===== src/logic/md_regs_pkg.sv =====
// Register map and AXI4-Lite types of the cell configuration block
package md_regs_pkg;

	typedef logic [7:0] axi_addr_t;
	typedef logic [31:0] axi_data_t;
	typedef logic [1:0] axi_resp_t;

	// Response codes
	localparam axi_resp_t RESP_OKAY = 2'b00;
	localparam axi_resp_t RESP_SLVERR = 2'b10;

	// Cell address in bits 11:0
	localparam axi_addr_t REG_CELL_ID = 8'h00;
	// Active count in 15:0, sticky overflow in 16, cleared by any write
	localparam axi_addr_t REG_STATUS = 8'h04;
	// Completed swaps, read only
	localparam axi_addr_t REG_SWAPS = 8'h08;

endpackage


===== src/logic/md_data_pkg.sv =====
// Particle position and cell address formats shared by the position cache
package md_data_pkg;

	// One fixed-point coordinate
	typedef logic [31:0] coord_t;

	// Position word, MSB to LSB is z, y, x
	typedef logic [3*$bits(coord_t)-1:0] pos_t;

	// Cell index along one axis
	typedef logic [3:0] cell_idx_t;

	// Full cell address, MSB to LSB is x, y, z
	typedef logic [3*$bits(cell_idx_t)-1:0] cell_addr_t;

endpackage

===== src/logic/cell_cfg_axil.sv =====
// AXI4-Lite register block for cell id, sticky overflow flag and swap counter
`timescale 1ns/1ns

module cell_cfg_axil (
	input  logic clk,
	input  logic rst,
	input  md_regs_pkg::axi_addr_t s_awaddr,
	input  logic s_awvalid,
	output logic s_awready,
	input  md_regs_pkg::axi_data_t s_wdata,
	input  logic s_wvalid,
	output logic s_wready,
	output md_regs_pkg::axi_resp_t s_bresp,
	output logic s_bvalid,
	input  logic s_bready,
	input  md_regs_pkg::axi_addr_t s_araddr,
	input  logic s_arvalid,
	output logic s_arready,
	output md_regs_pkg::axi_data_t s_rdata,
	output md_regs_pkg::axi_resp_t s_rresp,
	output logic s_rvalid,
	input  logic s_rready,
	output md_data_pkg::cell_addr_t cell_id,
	input  logic [15:0] active_count,
	input  logic swap_pulse,
	input  logic drop_pulse
);

	logic wr_fire;
	logic rd_fire;
	logic overflow;
	md_regs_pkg::axi_data_t swap_cnt;
	md_regs_pkg::axi_data_t rd_word;
	md_regs_pkg::axi_resp_t rd_resp;
	md_regs_pkg::axi_resp_t wr_resp;

	// Address and data taken together, one write outstanding
	assign wr_fire = s_awvalid && s_wvalid && !s_bvalid;
	assign s_awready = wr_fire;
	assign s_wready = wr_fire;
	// One read outstanding
	assign rd_fire = s_arvalid && !s_rvalid;
	assign s_arready = rd_fire;

	// Write decode, a write to SWAPS is accepted and ignored
	always_comb
	begin
		case (s_awaddr)
			md_regs_pkg::REG_CELL_ID,
			md_regs_pkg::REG_STATUS,
			md_regs_pkg::REG_SWAPS:
				wr_resp = md_regs_pkg::RESP_OKAY;
			default:
				wr_resp = md_regs_pkg::RESP_SLVERR;
		endcase
	end

	// Read mux, unmapped returns zero
	always_comb
	begin
		rd_word = '0;
		rd_resp = md_regs_pkg::RESP_OKAY;
		case (s_araddr)
			md_regs_pkg::REG_CELL_ID:
				rd_word = md_regs_pkg::axi_data_t'(cell_id);
			md_regs_pkg::REG_STATUS:
				rd_word = {15'd0, overflow, active_count};
			md_regs_pkg::REG_SWAPS:
				rd_word = swap_cnt;
			default:
				rd_resp = md_regs_pkg::RESP_SLVERR;
		endcase
	end

	// Response valids, held until the master takes them
	always_ff @(posedge clk)
	begin
		if (rst)
		begin
			s_bvalid <= 1'b0;
			s_rvalid <= 1'b0;
		end
		else
		begin
			if (wr_fire)
				s_bvalid <= 1'b1;
			else if (s_bready)
				s_bvalid <= 1'b0;
			if (rd_fire)
				s_rvalid <= 1'b1;
			else if (s_rready)
				s_rvalid <= 1'b0;
		end
	end

	// Response payload
	always_ff @(posedge clk)
	begin
		if (wr_fire)
			s_bresp <= wr_resp;
		if (rd_fire)
		begin
			s_rdata <= rd_word;
			s_rresp <= rd_resp;
		end
	end

	always_ff @(posedge clk)
	begin
		if (rst)
		begin
			cell_id <= '0;
			overflow <= 1'b0;
			swap_cnt <= '0;
		end
		else
		begin
			if (wr_fire && s_awaddr == md_regs_pkg::REG_CELL_ID)
				cell_id <= md_data_pkg::cell_addr_t'(s_wdata);
			// A new drop wins over a clear on the same edge
			if (drop_pulse)
				overflow <= 1'b1;
			else if (wr_fire && s_awaddr == md_regs_pkg::REG_STATUS)
				overflow <= 1'b0;
			// Wraps at 2^32
			if (swap_pulse)
				swap_cnt <= swap_cnt + 1'b1;
		end
	end

endmodule


===== config.mk =====
export PLATFORM = sky130hd
export DESIGN_NAME = cell_cfg_axil
export DESIGN_NICKNAME = d
export VERILOG_FILES = /design/src/logic/md_regs_pkg.sv /design/src/logic/md_data_pkg.sv /design/src/logic/cell_cfg_axil.sv
export SDC_FILE = /design/constraint.sdc
export NUM_CORES = 1
export LEC_CHECK = 0
export ABC_AREA = 1
export BUFFER_PORTS_ARGS = -buffer_cell sky130_fd_sc_hd__buf_2
export CAP_MARGIN = 40
export CORE_MARGIN = 2
export CORE_UTILIZATION = 40
export CTS_CLUSTER_SIZE = 14
export DETAILED_ROUTE_END_ITERATION = 8
export GPL_TIMING_DRIVEN = 0
export PLACE_DENSITY = 0.65
export SLEW_MARGIN = 20
export SYNTH_ARGS = -nofsm -noshare
export SYNTH_HDL_FRONTEND = slang
export SYNTH_SLANG_ARGS = --single-unit
export TNS_END_PERCENT = 5

===== constraint.sdc =====
create_clock -name clk -period 3.04 [get_ports clk]
set_input_delay 0.608 -clock clk [delete_from_list [all_inputs] [get_ports clk]]
set_output_delay 0.608 -clock clk [all_outputs]
set_load 0.02 [all_outputs]

==> impl_metrics.py <==
metrics = {
    "clock_tree": {
        "cts_hold_buffers": 0,
        "cts.htree.levels": 3,
        "post_cts_buffers": 0,
        "worst_skew_pair.late_latency_ns": 0.36,
        "clk_path_buf_depth": 2,
        "cts_tree": "built",
        "root_buffer": "clkbuf_8",
        "cts.sinks": 81,
        "ctsResizeCount": 0,
        "cts_buffers": 9,
        "clk_pin_slew_ns": 0.08,
    },
    "logic_synthesis": {
        "synth_flop_cell": "dfxtp_1",
        "yosysTopAreaCellShare_pct": 25.5,
        "synth_most_common_cell": "nor2_1",
        "synth_edf_count": 34,
        "syn_area_um2": 4010,
        "yosysUniqueCellTypes": 36,
        "ys_async_sr_fraction_pct": 0,
        "yosys_warnings": 0,
        "synth-seq-cells": 81,
        "yosysTopAreaCell": "edfxtp_1",
        "synth_common_cells": "102 x nor2_1, 97 x nand2_1, 47 x dfxtp_1, 42 x inv_1, 42 x nand3_1",
        "syn_avg_cell_area_um2": 7.93,
        "ys_seq_area_share_pct": 49.0,
        "synth_area_leaders": "edfxtp_1 25%, dfxtp_1 23%, nor2_1 9.6%",
        "postSynthCellCount": 505,
    },
    "global_routing": {
        "overflow": 0,
        "grt_pass1_wl_mm": 15.8,
        "grt_max_degree": 25,
        "grt_pass1_vias": 3349,
        "antenna_found_initial": 0,
        "track_usage_pct": 18.2,
    },
    "routing": {
        "drt_iter0_markers": 221,
        "final_antenna_net_count": 0,
        "vias_per_cell": 4.82,
        "wl_mm": 9.77,
        "vias": 3654,
        "drt-wirelength-per-cell_um": 12.9,
        "dr.pass1.iters": 5,
        "drc": 0,
    },
    "critical_path": {
        "timing_worst_setup_path_type": "in2out",
        "endpoint": "s_arready",
        "regToRegSetupSlack_ns": 1.43,
        "cp.required_ns": 2.43,
        "max_stage_delay_ns": 0.36,
        "cpMostUsedCell": "buf_2",
        "critical_path_arrival_ns": 1.52,
        "worst_path_max_delay_cell": "nor2_4",
        "critPathLaunch": "s_arvalid",
        "reg2reg_from": "swap_cnt[0]$_SDFFE_PP0P_",
        "cp-start-kind": "input pin",
        "worstSetupEndpointType": "output port",
        "critPathMaxFanout": 24,
        "crit_cells": 5,
        "r2r-end": "swap_cnt[24]$_SDFFE_PP0P_",
        "ff2ff_path_depth": 8,
        "cp_cell_sequence": "buf_2 > inv_1 > nor2_4 > buf_16 > buf_2",
        "path_delay_family": "buffers and inverters",
        "path_buf_inv": 4,
    },
    "floorplan": {
        "fp.coreArea_um2": 9730,
        "rows": 36,
        "io_pins": 126,
        "die_area_um2": 10800,
        "chipWidth_um": 104,
        "fp.dieH_um": 104,
        "initial_core_util_pct": 41.2,
    },
    "timing": {
        "post-route-period-util_pct": 70.0,
        "fin_ws_ns": 0.912,
        "skew_ns": 0.00882,
        "final.min_clock_period_ns": 2.13,
        "final-hold-violation-count": 0,
        "finalSetupViolCount": 0,
        "fin_setup_tns_ns": 0,
        "slew_viol_final": 0,
        "worstMarginPinSlew_ns": 0.666,
        "fmax_ghz": 0.470,
        "rsz0062_at_grt": "no",
        "relSlewSlack_pct": 55.6,
    },
    "power": {
        "power_uw": 2120,
        "vdd_ir_drop_max_v": 0.000176,
        "power_density_nw_per_um2": 431,
        "leakagePower_uw": 0.00200,
    },
    "finish": {
        "antenna_cells": 0,
        "final_core_util_pct": 50.5,
        "area_growth_pct": 22.7,
        "num-fill-cells": 960,
        "ff_latch_area_um2": 1960,
        "drive_gt1_share_pct": 27.7,
        "nets": 694,
        "multi_input_area_um2": 1770,
    },
    "placed_design": {
        "portBuffers": 102,
        "dp_hpwl_mm": 7.43,
        "gp_congestion": 0.877,
        "place_ws_ns": 0.896,
    },
    "worst_hold_path": {
        "hold_path_class": "in2reg",
        "hold_depth": 3,
    },
    "run_status": {
        "status": "finished, final reports clean",
    },
    "job": {
        "cap_viol_max_count": 0,
    },
}
==> where the power goes <==
group	switching, uW	leakage, uW	internal (uW)
registers	11.1	0.000718	1160
logic	107	0.00118	63.2
clock network	388	0.0000951	393
total	506	0.00200	1610
==> area by class of cell <==
class | count | share of cell area [%]
plain buffers | 16 | 1.93
clock buffers | 15 | 3.82
inverters | 52 | 3.97
repair buffers | 103 | 10.9
well taps | 133 | 3.38
multi-input cells | 357 | 35.9
clock inverters | 1 | 0.153
flip-flops and latches | 81 | 39.9
==> metal layers <==
metal,global-route usage (%),up-vias,part of all wire [%]
li1,-,1866,-
met1,23.8,1658,45
met2,29.6,113,47
met3,3.63,17,5.8
met4,7.82,0,2.5
met5,0,-,0
==> stage by stage <==
| step | hold WS, ns | std cells | cell area, um^2 |
|---|---|---|---|
| 6_report | 0.460 | 758 | 4920 |
| 5_1_grt | 0.493 | 758 | 4920 |
| 2_1_floorplan | 0.456 | 506 | 4010 |
| 3_5_place_dp | 0.474 | 742 | 4720 |
| 3_3_place_gp | 0.466 | 741 | 4690 |
| 4_1_cts | 0.454 | 758 | 4920 |
==> cells by family after synthesis <==
family | Yosys count | synth area share [%]
flops | 81 | 49.0
simple gates | 307 | 36.9
xor+xnor | 4 | 0.875
compound gates | 43 | 5.59
other cells | 1 | 0.0936
buf+inv | 68 | 7.25
fa+ha+maj | 1 | 0.312
==> sequential cells by signal, indices dropped and copies added, names as in the netlist <==
signal	flops
s_rdata	32
overflow	1
s_rvalid	1
s_rresp	1
cell_id	12
s_bresp	1
s_bvalid	1
swap_cnt	32
==> worst min-delay path by stage <==
| stage | start | endpoint | slack, ns |
|---|---|---|---|
| 6_report | drop_pulse | overflow$_SDFFE_PP0P_ | 0.46 |
| 5_1_grt | drop_pulse | overflow$_SDFFE_PP0P_ | 0.49 |
| 4_1_cts | drop_pulse | overflow$_SDFFE_PP0P_ | 0.45 |
| 3_5_place_dp | s_bvalid$_SDFFE_PP0P_ | s_bvalid$_SDFFE_PP0P_ | 0.47 |
| 3_3_place_gp | s_bvalid$_SDFFE_PP0P_ | s_bvalid$_SDFFE_PP0P_ | 0.47 |
| 2_1_floorplan | overflow$_SDFFE_PP0P_ | overflow$_SDFFE_PP0P_ | 0.46 |
==> placed cells by master, fill, tap and decap left out <==
master | synthesis | layout
a211o_1 | 1 | 1
buf_2 | 4 | 106
a21oi_1 | 17 | 17
conb_1 | 1 | 2
o21a_1 | 1 | 1
a211oi_1 | 1 | 1
o21ai_1 | 3 | 3
buf_16 | 0 | 1
o21ai_0 | 20 | 20
edfxtp_1 | 34 | 34
clkinv_1 | 1 | 1
nor2_8 | 2 | 2
nand2_1 | 97 | 97
nor3_2 | 2 | 2
nand3_2 | 6 | 6
clkbuf_1 | 5 | 8
nand4_1 | 11 | 11
dfxtp_1 | 47 | 47
nand3_1 | 42 | 42
inv_1 | 42 | 42
nor2_2 | 9 | 9
nand2_2 | 7 | 7
buf_4 | 4 | 4
buf_1 | 1 | 1
nor2_1 | 102 | 101
or2_1 | 1 | 1
nand2_4 | 1 | 1
xor2_1 | 2 | 2
xnor2_1 | 2 | 2
nand3_4 | 1 | 1
nor3_1 | 16 | 16
ha_1 | 1 | 1
nor2_4 | 8 | 9
clkbuf_8 | 0 | 11
inv_2 | 9 | 9
clkinvlp_4 | 0 | 1
clkbuf_16 | 0 | 1
nor4_4 | 1 | 1
and2_1 | 1 | 1
buf_6 | 2 | 2
==> worst register-to-register path, cell delays in order, from the launching register on <==
cell     delay (ns)
dfxtp_1        0.43
ha_1           0.22
inv_1          0.09
nor2_2         0.20
nand2_2        0.10
nor2_2         0.21
nand4_1        0.12
nand2_1        0.09
nor2_1         0.05
Note: power is estimated with default switching activity, not from simulation.
