**src/logic/md_data_pkg.sv**
```systemverilog
// Particle position and cell address formats shared by the position cache
package md_data_pkg;

	// One fixed-point coordinate
	typedef logic [31:0] coord_t;

	// Position word, MSB to LSB is z, y, x
	typedef logic [3*$bits(coord_t)-1:0] pos_t;

	// Cell index along one axis
	typedef logic [3:0] cell_idx_t;

	// Full cell address, MSB to LSB is x, y, z
	typedef logic [3*$bits(cell_idx_t)-1:0] cell_addr_t;

endpackage
```
**src/logic/pos_cache_ctrl.sv**
```systemverilog
// Position cache controller doing cell filtering, shadow append and bank swap
`timescale 1ns/1ns

module pos_cache_ctrl #(
	parameter int PARTICLE_NUM = 220,
	parameter int ADDR_WIDTH = 8
) (
	input  logic clk,
	input  logic rst,
	input  logic motion_update_enable,
	input  md_data_pkg::pos_t in_data,
	input  md_data_pkg::cell_addr_t in_data_dst_cell,
	input  logic in_data_valid,
	input  logic in_rden,
	input  logic [ADDR_WIDTH-1:0] in_read_address,
	input  md_data_pkg::cell_addr_t cell_id,
	output md_data_pkg::pos_t out_particle_info,
	output logic [15:0] active_count,
	output logic swap_pulse,
	output logic drop_pulse,
	output logic bank0_wr_en,
	output logic bank1_wr_en,
	output logic [ADDR_WIDTH-1:0] bank_wr_addr,
	output md_data_pkg::pos_t bank_wr_data,
	output logic bank0_rd_en,
	output logic bank1_rd_en,
	output logic [ADDR_WIDTH-1:0] bank_rd_addr,
	input  md_data_pkg::pos_t bank0_rd_data,
	input  md_data_pkg::pos_t bank1_rd_data
);

	// Low selects bank 0 as the active bank
	logic bank_sel;
	// Update enable from the last edge, for end detection
	logic update_d;
	logic [ADDR_WIDTH-1:0] shadow_count;
	// Read state captured at the read edge
	logic rd_sel_q;
	logic rd_zero_q;
	logic [15:0] rd_count_q;
	logic hit;
	logic full;
	logic append;
	logic update_end;

	// Arrival bound for this cell
	assign hit = motion_update_enable && in_data_valid && (in_data_dst_cell == cell_id);
	assign full = (shadow_count == ADDR_WIDTH'(PARTICLE_NUM));
	assign append = hit && !full;
	// First edge seeing enable low after high
	assign update_end = update_d && !motion_update_enable;

	// Writes go to the bank that is not selected
	assign bank0_wr_en = append && bank_sel;
	assign bank1_wr_en = append && !bank_sel;
	// Slot 0 is the count, so particles start at 1
	assign bank_wr_addr = shadow_count + 1'b1;
	assign bank_wr_data = in_data;

	// Only the active bank is read
	assign bank0_rd_en = in_rden && !bank_sel;
	assign bank1_rd_en = in_rden && bank_sel;
	assign bank_rd_addr = in_read_address;

	always_ff @(posedge clk)
	begin
		if (rst)
		begin
			bank_sel <= 1'b0;
			update_d <= 1'b0;
			shadow_count <= '0;
			active_count <= '0;
			swap_pulse <= 1'b0;
			drop_pulse <= 1'b0;
		end
		else
		begin
			update_d <= motion_update_enable;
			swap_pulse <= update_end;
			// Shadow bank full, arrival lost
			drop_pulse <= hit && full;
			if (update_end)
			begin
				bank_sel <= !bank_sel;
				active_count <= 16'(shadow_count);
				shadow_count <= '0;
			end
			else if (append)
				shadow_count <= shadow_count + 1'b1;
		end
	end

	// Select and address-0 flag follow the read, so a swap in flight
	// still returns old-bank data
	always_ff @(posedge clk)
	begin
		if (rst)
		begin
			rd_sel_q <= 1'b0;
			rd_zero_q <= 1'b0;
		end
		else if (in_rden)
		begin
			rd_sel_q <= bank_sel;
			rd_zero_q <= (in_read_address == '0);
		end
	end

	// Count as it was at the read edge
	always_ff @(posedge clk)
	begin
		if (in_rden)
			rd_count_q <= active_count;
	end

	// Output mux
	always_comb
	begin
		if (rd_zero_q)
			out_particle_info = md_data_pkg::pos_t'(rd_count_q);
		else if (rd_sel_q)
			out_particle_info = bank1_rd_data;
		else
			out_particle_info = bank0_rd_data;
	end

endmodule

```
**config.mk**
```make
export PLATFORM = sky130hd
export DESIGN_NAME = pos_cache_ctrl
export DESIGN_NICKNAME = d
export VERILOG_FILES = /design/src/logic/md_data_pkg.sv /design/src/logic/pos_cache_ctrl.sv
export SDC_FILE = /design/constraint.sdc
export NUM_CORES = 1
export LEC_CHECK = 0
export ABC_AREA = 1
export BUFFER_PORTS_ARGS = -buffer_cell sky130_fd_sc_hd__buf_2
export CELL_PAD_IN_SITES_DETAIL_PLACEMENT = 1
export CELL_PAD_IN_SITES_GLOBAL_PLACEMENT = 2
export CORE_AREA = 8 8 212 214
export DETAILED_ROUTE_END_ITERATION = 7
export DIE_AREA = 0 0 220 222
export HOLD_SLACK_MARGIN = 0.02
export PLACE_DENSITY_LB_ADDON = 0.1
export SYNTH_ARGS = -nofsm -noshare
export SYNTH_HDL_FRONTEND = slang
export SYNTH_SLANG_ARGS = --single-unit
export TNS_END_PERCENT = 50
```
**constraint.sdc**
```tcl
create_clock -name clk -period 2 [get_ports clk]
set_clock_uncertainty 0.15 [all_clocks]
set_input_delay 0.4 -clock clk [delete_from_list [all_inputs] [get_ports clk]]
set_output_delay 0.4 -clock clk [all_outputs]
set_load 0.05 [all_outputs]
```
==> flow_metrics.py, run 1 <==
metrics = {
    "logic_synthesis": {
        "synth-seq-area-share": 0.1805,
        "synth.avg_cell_area_um2": 5.714,
        "synth.yosys.warnings": 0,
        "synth_top_area_frac": 0.2289,
        "synth_flop_type": "dfxtp_1",
        "yosysTopAreaCell": "buf_4",
        "synth_commonest_cells": "nor2_1 (217), buf_4 (115), o21ai_0 (98)",
        "synth_enable_flop_cells": 8,
        "ys_seq_elements": 30,
        "postSynth.asyncResetShare": 0,
        "synth.area.top_cells": "buf_4 (23%), nor2_1 (22%), o21ai_0 (13%)",
        "post_synth_instance_area_um2": 3771,
        "syn_inst": 660,
        "yosys.cell_types.count": 27,
        "post-synth-top-count-cell": "nor2_1",
    },
    "place": {
        "place.gp.congestion": 0.7212,
        "placed_cells_incl_taps": 1461,
        "dpl_ws_ns": -0.2489,
        "dp.final_hpwl_um": 24430,
        "instance_area_after_placement_um2": 6220,
        "portBuffers": 354,
    },
    "sta": {
        "fin_tns_setup_ns": -0.1798,
        "setup_ws_ns": -0.02750,
        "timing.final.crit_share": 1.014,
        "setup-violations-final": 12,
        "final_max_slew_viol_count": 0,
        "hold_slack_ns": 0.2493,
        "hold_viol_final": 0,
        "max_freq_mhz": 493.2,
        "layout_min_cycle_time_ns": 2.028,
        "rsz0062_at_grt": "yes",
    },
    "floorplanning": {
        "initial_utilization": 0.09092,
        "fp.dieArea_um2": 48840,
        "rows": 75,
        "die_width_um": 220,
        "ios": 555,
        "die_y_um": 222,
        "core_area_um2": 41480,
    },
    "cells_and_area": {
        "area.growth.synth_to_final_pct": 108.9,
        "post_route_cells_drive_above_1_share": 0.6238,
        "layout.core_utilization": 0.1899,
        "layout.cells.non_filler": 1500,
        "fill_cells": 5063,
        "final_nets": 1283,
        "post-route-cell-area_um2": 7876,
    },
    "global_routing": {
        "grtUsageTotal": 0.1099,
        "antenna_found_initial": 9,
        "global_route.overflow_total": 0,
        "via_count_of_the_first_global_routing_pass": 5514,
        "pin_count_of_the_biggest_net_entering_global_routing": 31,
        "grt_pass1_wl_um": 40230,
    },
    "worst_setup_path": {
        "setup.worst_path.end_class": "output port",
        "path_delay_family": "flip-flops",
        "start_kind": "register",
        "worstReg2RegStart": "shadow_count[0]",
        "cp_slowest_stage_delay_ns": 0.37,
        "crit-reg2reg-capture": "shadow_count[1]",
        "worst_ep_required_time_ns": 1.45,
        "r2r.worst_path.cells": 10,
        "worst-endpoint-arrival_ns": 1.48,
        "setup.reg_to_reg.worst_slack_ns": 0.22,
        "worstPathCellList": "buf_6 > clkinvlp_4 > ha_4 > nand4_4 > nand3_4 > nor2_4 > buf_8",
        "critical_path_fanout_max": 3,
        "critical-path-slowest-cell": "dfxtp_4",
        "critPathKind": "register to output port",
        "critical_path_buf_inv_count": 3,
    },
    "cts": {
        "tritoncts": "done",
        "h-tree-depth": 2,
        "cts_sinks": 30,
        "post_cts_hold_buffer_count": 0,
        "clockRootBuffer": "clkbuf_16",
        "cts_buffers": 5,
        "clkSlewWorstSetupHoldPaths_ns": 0.05,
        "max-clock-path-buffers": 2,
        "clk-insertion-delay-late_ns": 0.27,
    },
    "run_status": {
        "violations": "negative setup slack",
        "status": "finished, violations left",
    },
    "min_path": {
        "hold_path.startpoint": "rst",
        "worst_hold_class": "input pin to register",
        "hold_path_sink": "rd_zero_q",
        "hold_depth": 2,
    },
    "routing": {
        "drt_pre_antenna_iters": 4,
        "detail_route.drc_violations": 0,
        "route.detailed.vias_per_inst": 3.491,
        "drt_iter0_drc": 91,
        "avgRoutedWirePerCell_um": 20.04,
        "routed_wirelength_um": 30060,
        "vias": 5236,
        "detail_route_antenna_nets": 0,
    },
    "power_and_ir_drop": {
        "pwr_density_cell_nw_per_um2": 440.2,
        "max-vdd-ir-drop_uv": 271.1,
        "power_leakage_nw": 3.816,
        "design_power_total_mw": 3.467,
    },
    "flow_run": {
        "drv.max_cap_violation_count": 0,
    },
}
[cell type report]
| cell class | instances | area (um2) | share of cell area |
|---|---|---|---|
| tap | 539 | 674.4 | 0.08562 |
| timing repair buffer | 426 | 3562 | 0.4523 |
| clock inverter | 3 | 16.27 | 0.002065 |
| antenna | 4 | 10.01 | 0.001271 |
| multi-input combinational | 452 | 2619 | 0.3325 |
| inverter | 41 | 167.7 | 0.02129 |
| clock buffer | 5 | 125.1 | 0.01589 |
| sequential | 30 | 701.9 | 0.08912 |
[how the worst max path moves through the flow]
stage	start	end	slack [ns]	cells after the start
3_5_place_dp	motion_update_enable	bank1_wr_en	-0.25	9
5_1_grt	cell_id[2]	bank0_wr_en	-0.12	11
3_3_place_gp	motion_update_enable	bank1_wr_en	-0.22	9
2_1_floorplan	shadow_count[2]	bank_wr_addr[7]	-0.06	4
4_1_cts	shadow_count[1]	bank_wr_addr[6]	-0.09	5
6_report	shadow_count[0]	bank0_wr_en	-0.03	7
[report_power, final]
| group | switching (mW) | internal, mW | total, mW |
|---|---|---|---|
| combinational | 1.26 | 0.846 | 2.10 |
| sequential | 0.0109 | 0.626 | 0.637 |
| clock | 0.272 | 0.454 | 0.726 |
| total | 1.54 | 1.93 | 3.47 |
[state kept, by name, indices dropped and copies added (netlist names)]
name / cells
drop_pulse: 1
rd_zero_q: 1
swap_pulse: 1
shadow_count: 8
rd_count_q: 8
bank_sel: 1
update_d: 1
active_count: 8
rd_sel_q: 1
[worst register-to-register path, stage by stage, from the launching register on]
cell,delay (ns)
dfxtp_4,0.37
buf_6,0.11
clkinvlp_4,0.09
ha_4,0.17
nand4_4,0.10
nand3_4,0.11
buf_4,0.15
buf_4,0.12
buf_4,0.13
nor2_1,0.12
nor2_1,0.06
[cells by family after synthesis]
family / synth area share
flip-flops: 0.1805
buffers and inverters: 0.3036
AO/OA/AOI/OAI: 0.1596
adder cells (fa/ha/maj): 0.006635
other: 0.0009944
AND/OR/NAND/NOR: 0.3348
XOR/XNOR: 0.01393
[routing by layer]
layer	up-vias	wire length, um	part of all wire	global-route usage
met4	10	130	0.0043	0.006843
met1	2327	10990	0.37	0.1175
met2	322	14800	0.49	0.1941
met5	-	91	0.0030	0.008325
li1	2555	-	-	-
met3	22	4049	0.13	0.06085
[placed cells by master (no fill, tap or decap), types with 3 or more instances in the layout]
master / n
buf_2: 245
nor2_1: 138
nor2_2: 73
nand2_1: 73
buf_6: 69
buf_4: 57
o21ai_0: 43
buf_12: 33
inv_1: 30
o21ai_1: 21
o21ai_2: 19
o21ai_4: 15
dfxtp_1: 15
clkbuf_16: 15
a21oi_1: 10
a21oi_2: 10
inv_2: 8
nor2_4: 8
conb_1: 8
edfxtp_1: 8
nand2_2: 7
buf_16: 5
dfxtp_4: 5
diode_2: 4
nand4_1: 4
buf_8: 4
nand3_4: 3
xor2_2: 3
clkbuf_4: 3
[timing repair]
item,CTS,global route
setup endpoints to repair,96,87
gates resized for setup,158,198
pin swaps,16,60
buffers inserted,11,2
gates cloned,4,10
Note: power is estimated with default switching activity, not from simulation.
==> run 2, diff against run 1 <==
- CORE_AREA: 8 8 212 214 -> 8 8 209 211
- DIE_AREA: 0 0 220 222 -> 0 0 217 219
- SLEW_MARGIN: default -> 10
- clock period: 2 -> 2.6 ns (I/O delays scaled with it)
==> flow_metrics.py, run 2 (synthesis gave the netlist of run 1 again) <==
metrics = {
    "run_status": {
        "status": "finished, final reports clean",
    },
    "routing": {
        "vias": 4969,
        "route.detailed.vias_per_inst": 3.468,
        "avgRoutedWirePerCell_um": 19.56,
        "detail_route_antenna_nets": 0,
        "detail_route.drc_violations": 0,
        "routed_wirelength_um": 28030,
        "drt_pre_antenna_iters": 4,
        "drt_iter0_drc": 207,
    },
    "min_path": {
        "worst_hold_class": "register to register",
    },
    "cts": {
        "clkSlewWorstSetupHoldPaths_ns": 0.06,
        "max-clock-path-buffers": 2,
        "tritoncts": "done",
        "h-tree-depth": 2,
        "buffer_count_from_post_cts_setup_fixing": 0,
        "postCtsResizedCells": 0,
        "cts_sinks": 30,
        "cts_buffers": 5,
        "clockRootBuffer": "clkbuf_16",
        "clk-insertion-delay-late_ns": 0.28,
        "post_cts_hold_buffer_count": 0,
    },
    "floorplanning": {
        "ios": 555,
        "rows": 74,
        "fp.dieArea_um2": 47520,
        "die_y_um": 219,
        "initial_utilization": 0.09342,
        "core_area_um2": 40370,
        "die_width_um": 217,
    },
    "sta": {
        "layout_min_cycle_time_ns": 2.480,
        "max_freq_mhz": 403.2,
        "final_max_slew_viol_count": 0,
        "hold_viol_final": 0,
        "fin_tns_setup_ns": 0,
        "setup-violations-final": 0,
        "timing.final.crit_share": 0.9539,
        "rsz0062_at_grt": "no",
    },
    "place": {
        "instance_area_after_placement_um2": 5409,
        "dp.final_hpwl_um": 24050,
        "portBuffers": 354,
        "placed_cells_incl_taps": 1424,
        "place.gp.congestion": 0.7076,
    },
    "worst_setup_path": {
        "critical_path_fanout_max": 4,
        "critical-path-slowest-cell": "dfxtp_1",
        "critPathKind": "register to output port",
        "worst_ep_required_time_ns": 1.93,
        "worstPathCellList": "ha_1 > nand3_1 > nor3_2 > xor2_1 > buf_2",
        "setup.worst_path.end_class": "output port",
        "start_kind": "register",
        "worst-endpoint-arrival_ns": 1.81,
        "cp_slowest_stage_delay_ns": 0.40,
    },
    "cells_and_area": {
        "fill_cells": 5081,
        "post-route-cell-area_um2": 5600,
        "mostFrequentLayoutCell": "buf_2",
        "reg.largest.list": "active_count: 8 flops, rd_count_q: 8 flops, shadow_count: 8 flops",
        "layout.core_utilization": 0.1387,
        "final_nets": 1226,
        "layout_common_cells": "buf_2 (354), nor2_1 (217), o21ai_0 (98)",
        "post_route_cells_drive_above_1_share": 0.4344,
        "layout.cells.non_filler": 1433,
        "area.growth.synth_to_final_pct": 48.51,
    },
    "flow_run": {
        "drv.max_cap_violation_count": 0,
    },
    "power_and_ir_drop": {
        "power_leakage_nw": 3.004,
        "max-vdd-ir-drop_uv": 231.6,
        "design_power_total_mw": 2.420,
        "pwr_density_cell_nw_per_um2": 432.2,
    },
    "global_routing": {
        "pin_count_of_the_biggest_net_entering_global_routing": 63,
        "grtUsageTotal": 0.1087,
        "grt_pass1_wl_um": 38650,
        "global_route.overflow_total": 0,
        "antenna_found_initial": 5,
        "via_count_of_the_first_global_routing_pass": 5222,
    },
}
[run 2: cell types whose count changed in the layout (fill, tap and decap cells not counted), moves of 19 or more]
cell,delta
o21ai_1,-21
nor2_1,+79
buf_4,-46
buf_12,-29
o21ai_2,-19
nor2_2,-71
o21ai_0,+55
buf_2,+109
buf_6,-69
[run 2: worst paths after layout]
check,from,endpoint,slack [ns],cells after the start
worst max-delay path,shadow_count[0],bank_wr_addr[6],0.12,5
worst min-delay path,update_d,swap_pulse,0.31,2
worst max register to register,shadow_count[0],shadow_count[7],0.97,8
worst min register to register,update_d,swap_pulse,0.31,2
[run 2: through the flow]
| step | hold WS [ns] | worst slack, ns |
|---|---|---|
| after floorplan | 0.2925 | 0.1095 |
| after global routing | 0.3469 | 0.01184 |
| final | 0.3142 | 0.1199 |
| after global placement | 0.3061 | 0.2420 |
| after CTS | 0.3127 | 0.09572 |
| after detailed placement | 0.3084 | 0.2274 |
[run 2: layer usage]
metal | GRT usage | up-vias | wire [um]
li1 | - | 2423 | -
met1 | 0.1218 | 2187 | 11130
met2 | 0.1786 | 330 | 12890
met3 | 0.06678 | 19 | 3712
met4 | 0.01398 | 10 | 250
met5 | 0.002081 | - | 51
[run 2: final cells by class]
type	instances	area, um2	share of cell area
Antenna cell	1	2.502	0.0004468
Clock buffer	5	125.1	0.02234
Clock inverter	3	63.81	0.01139
Inverter	41	155.1	0.02770
Multi-Input combinational cell	452	1972	0.3521
Sequential cell	30	681.9	0.1218
Tap cell	532	665.6	0.1189
Timing Repair Buffer	369	1934	0.3454
[run 2: critical path: cells and delay by family, from the launching register on]
kind / cells / cell delay [ns]
xor gates and xnor gates: 1 / 0.29
adders and majority gates: 1 / 0.22
buffers and inverters: 1 / 0.33
DFF: 1 / 0.40
and+or+nand+nor: 2 / 0.31
[run 2: power breakdown]
group	internal [mW]	switching, mW
registers	0.486	0.00641
logic	0.307	0.842
clock network	0.546	0.233
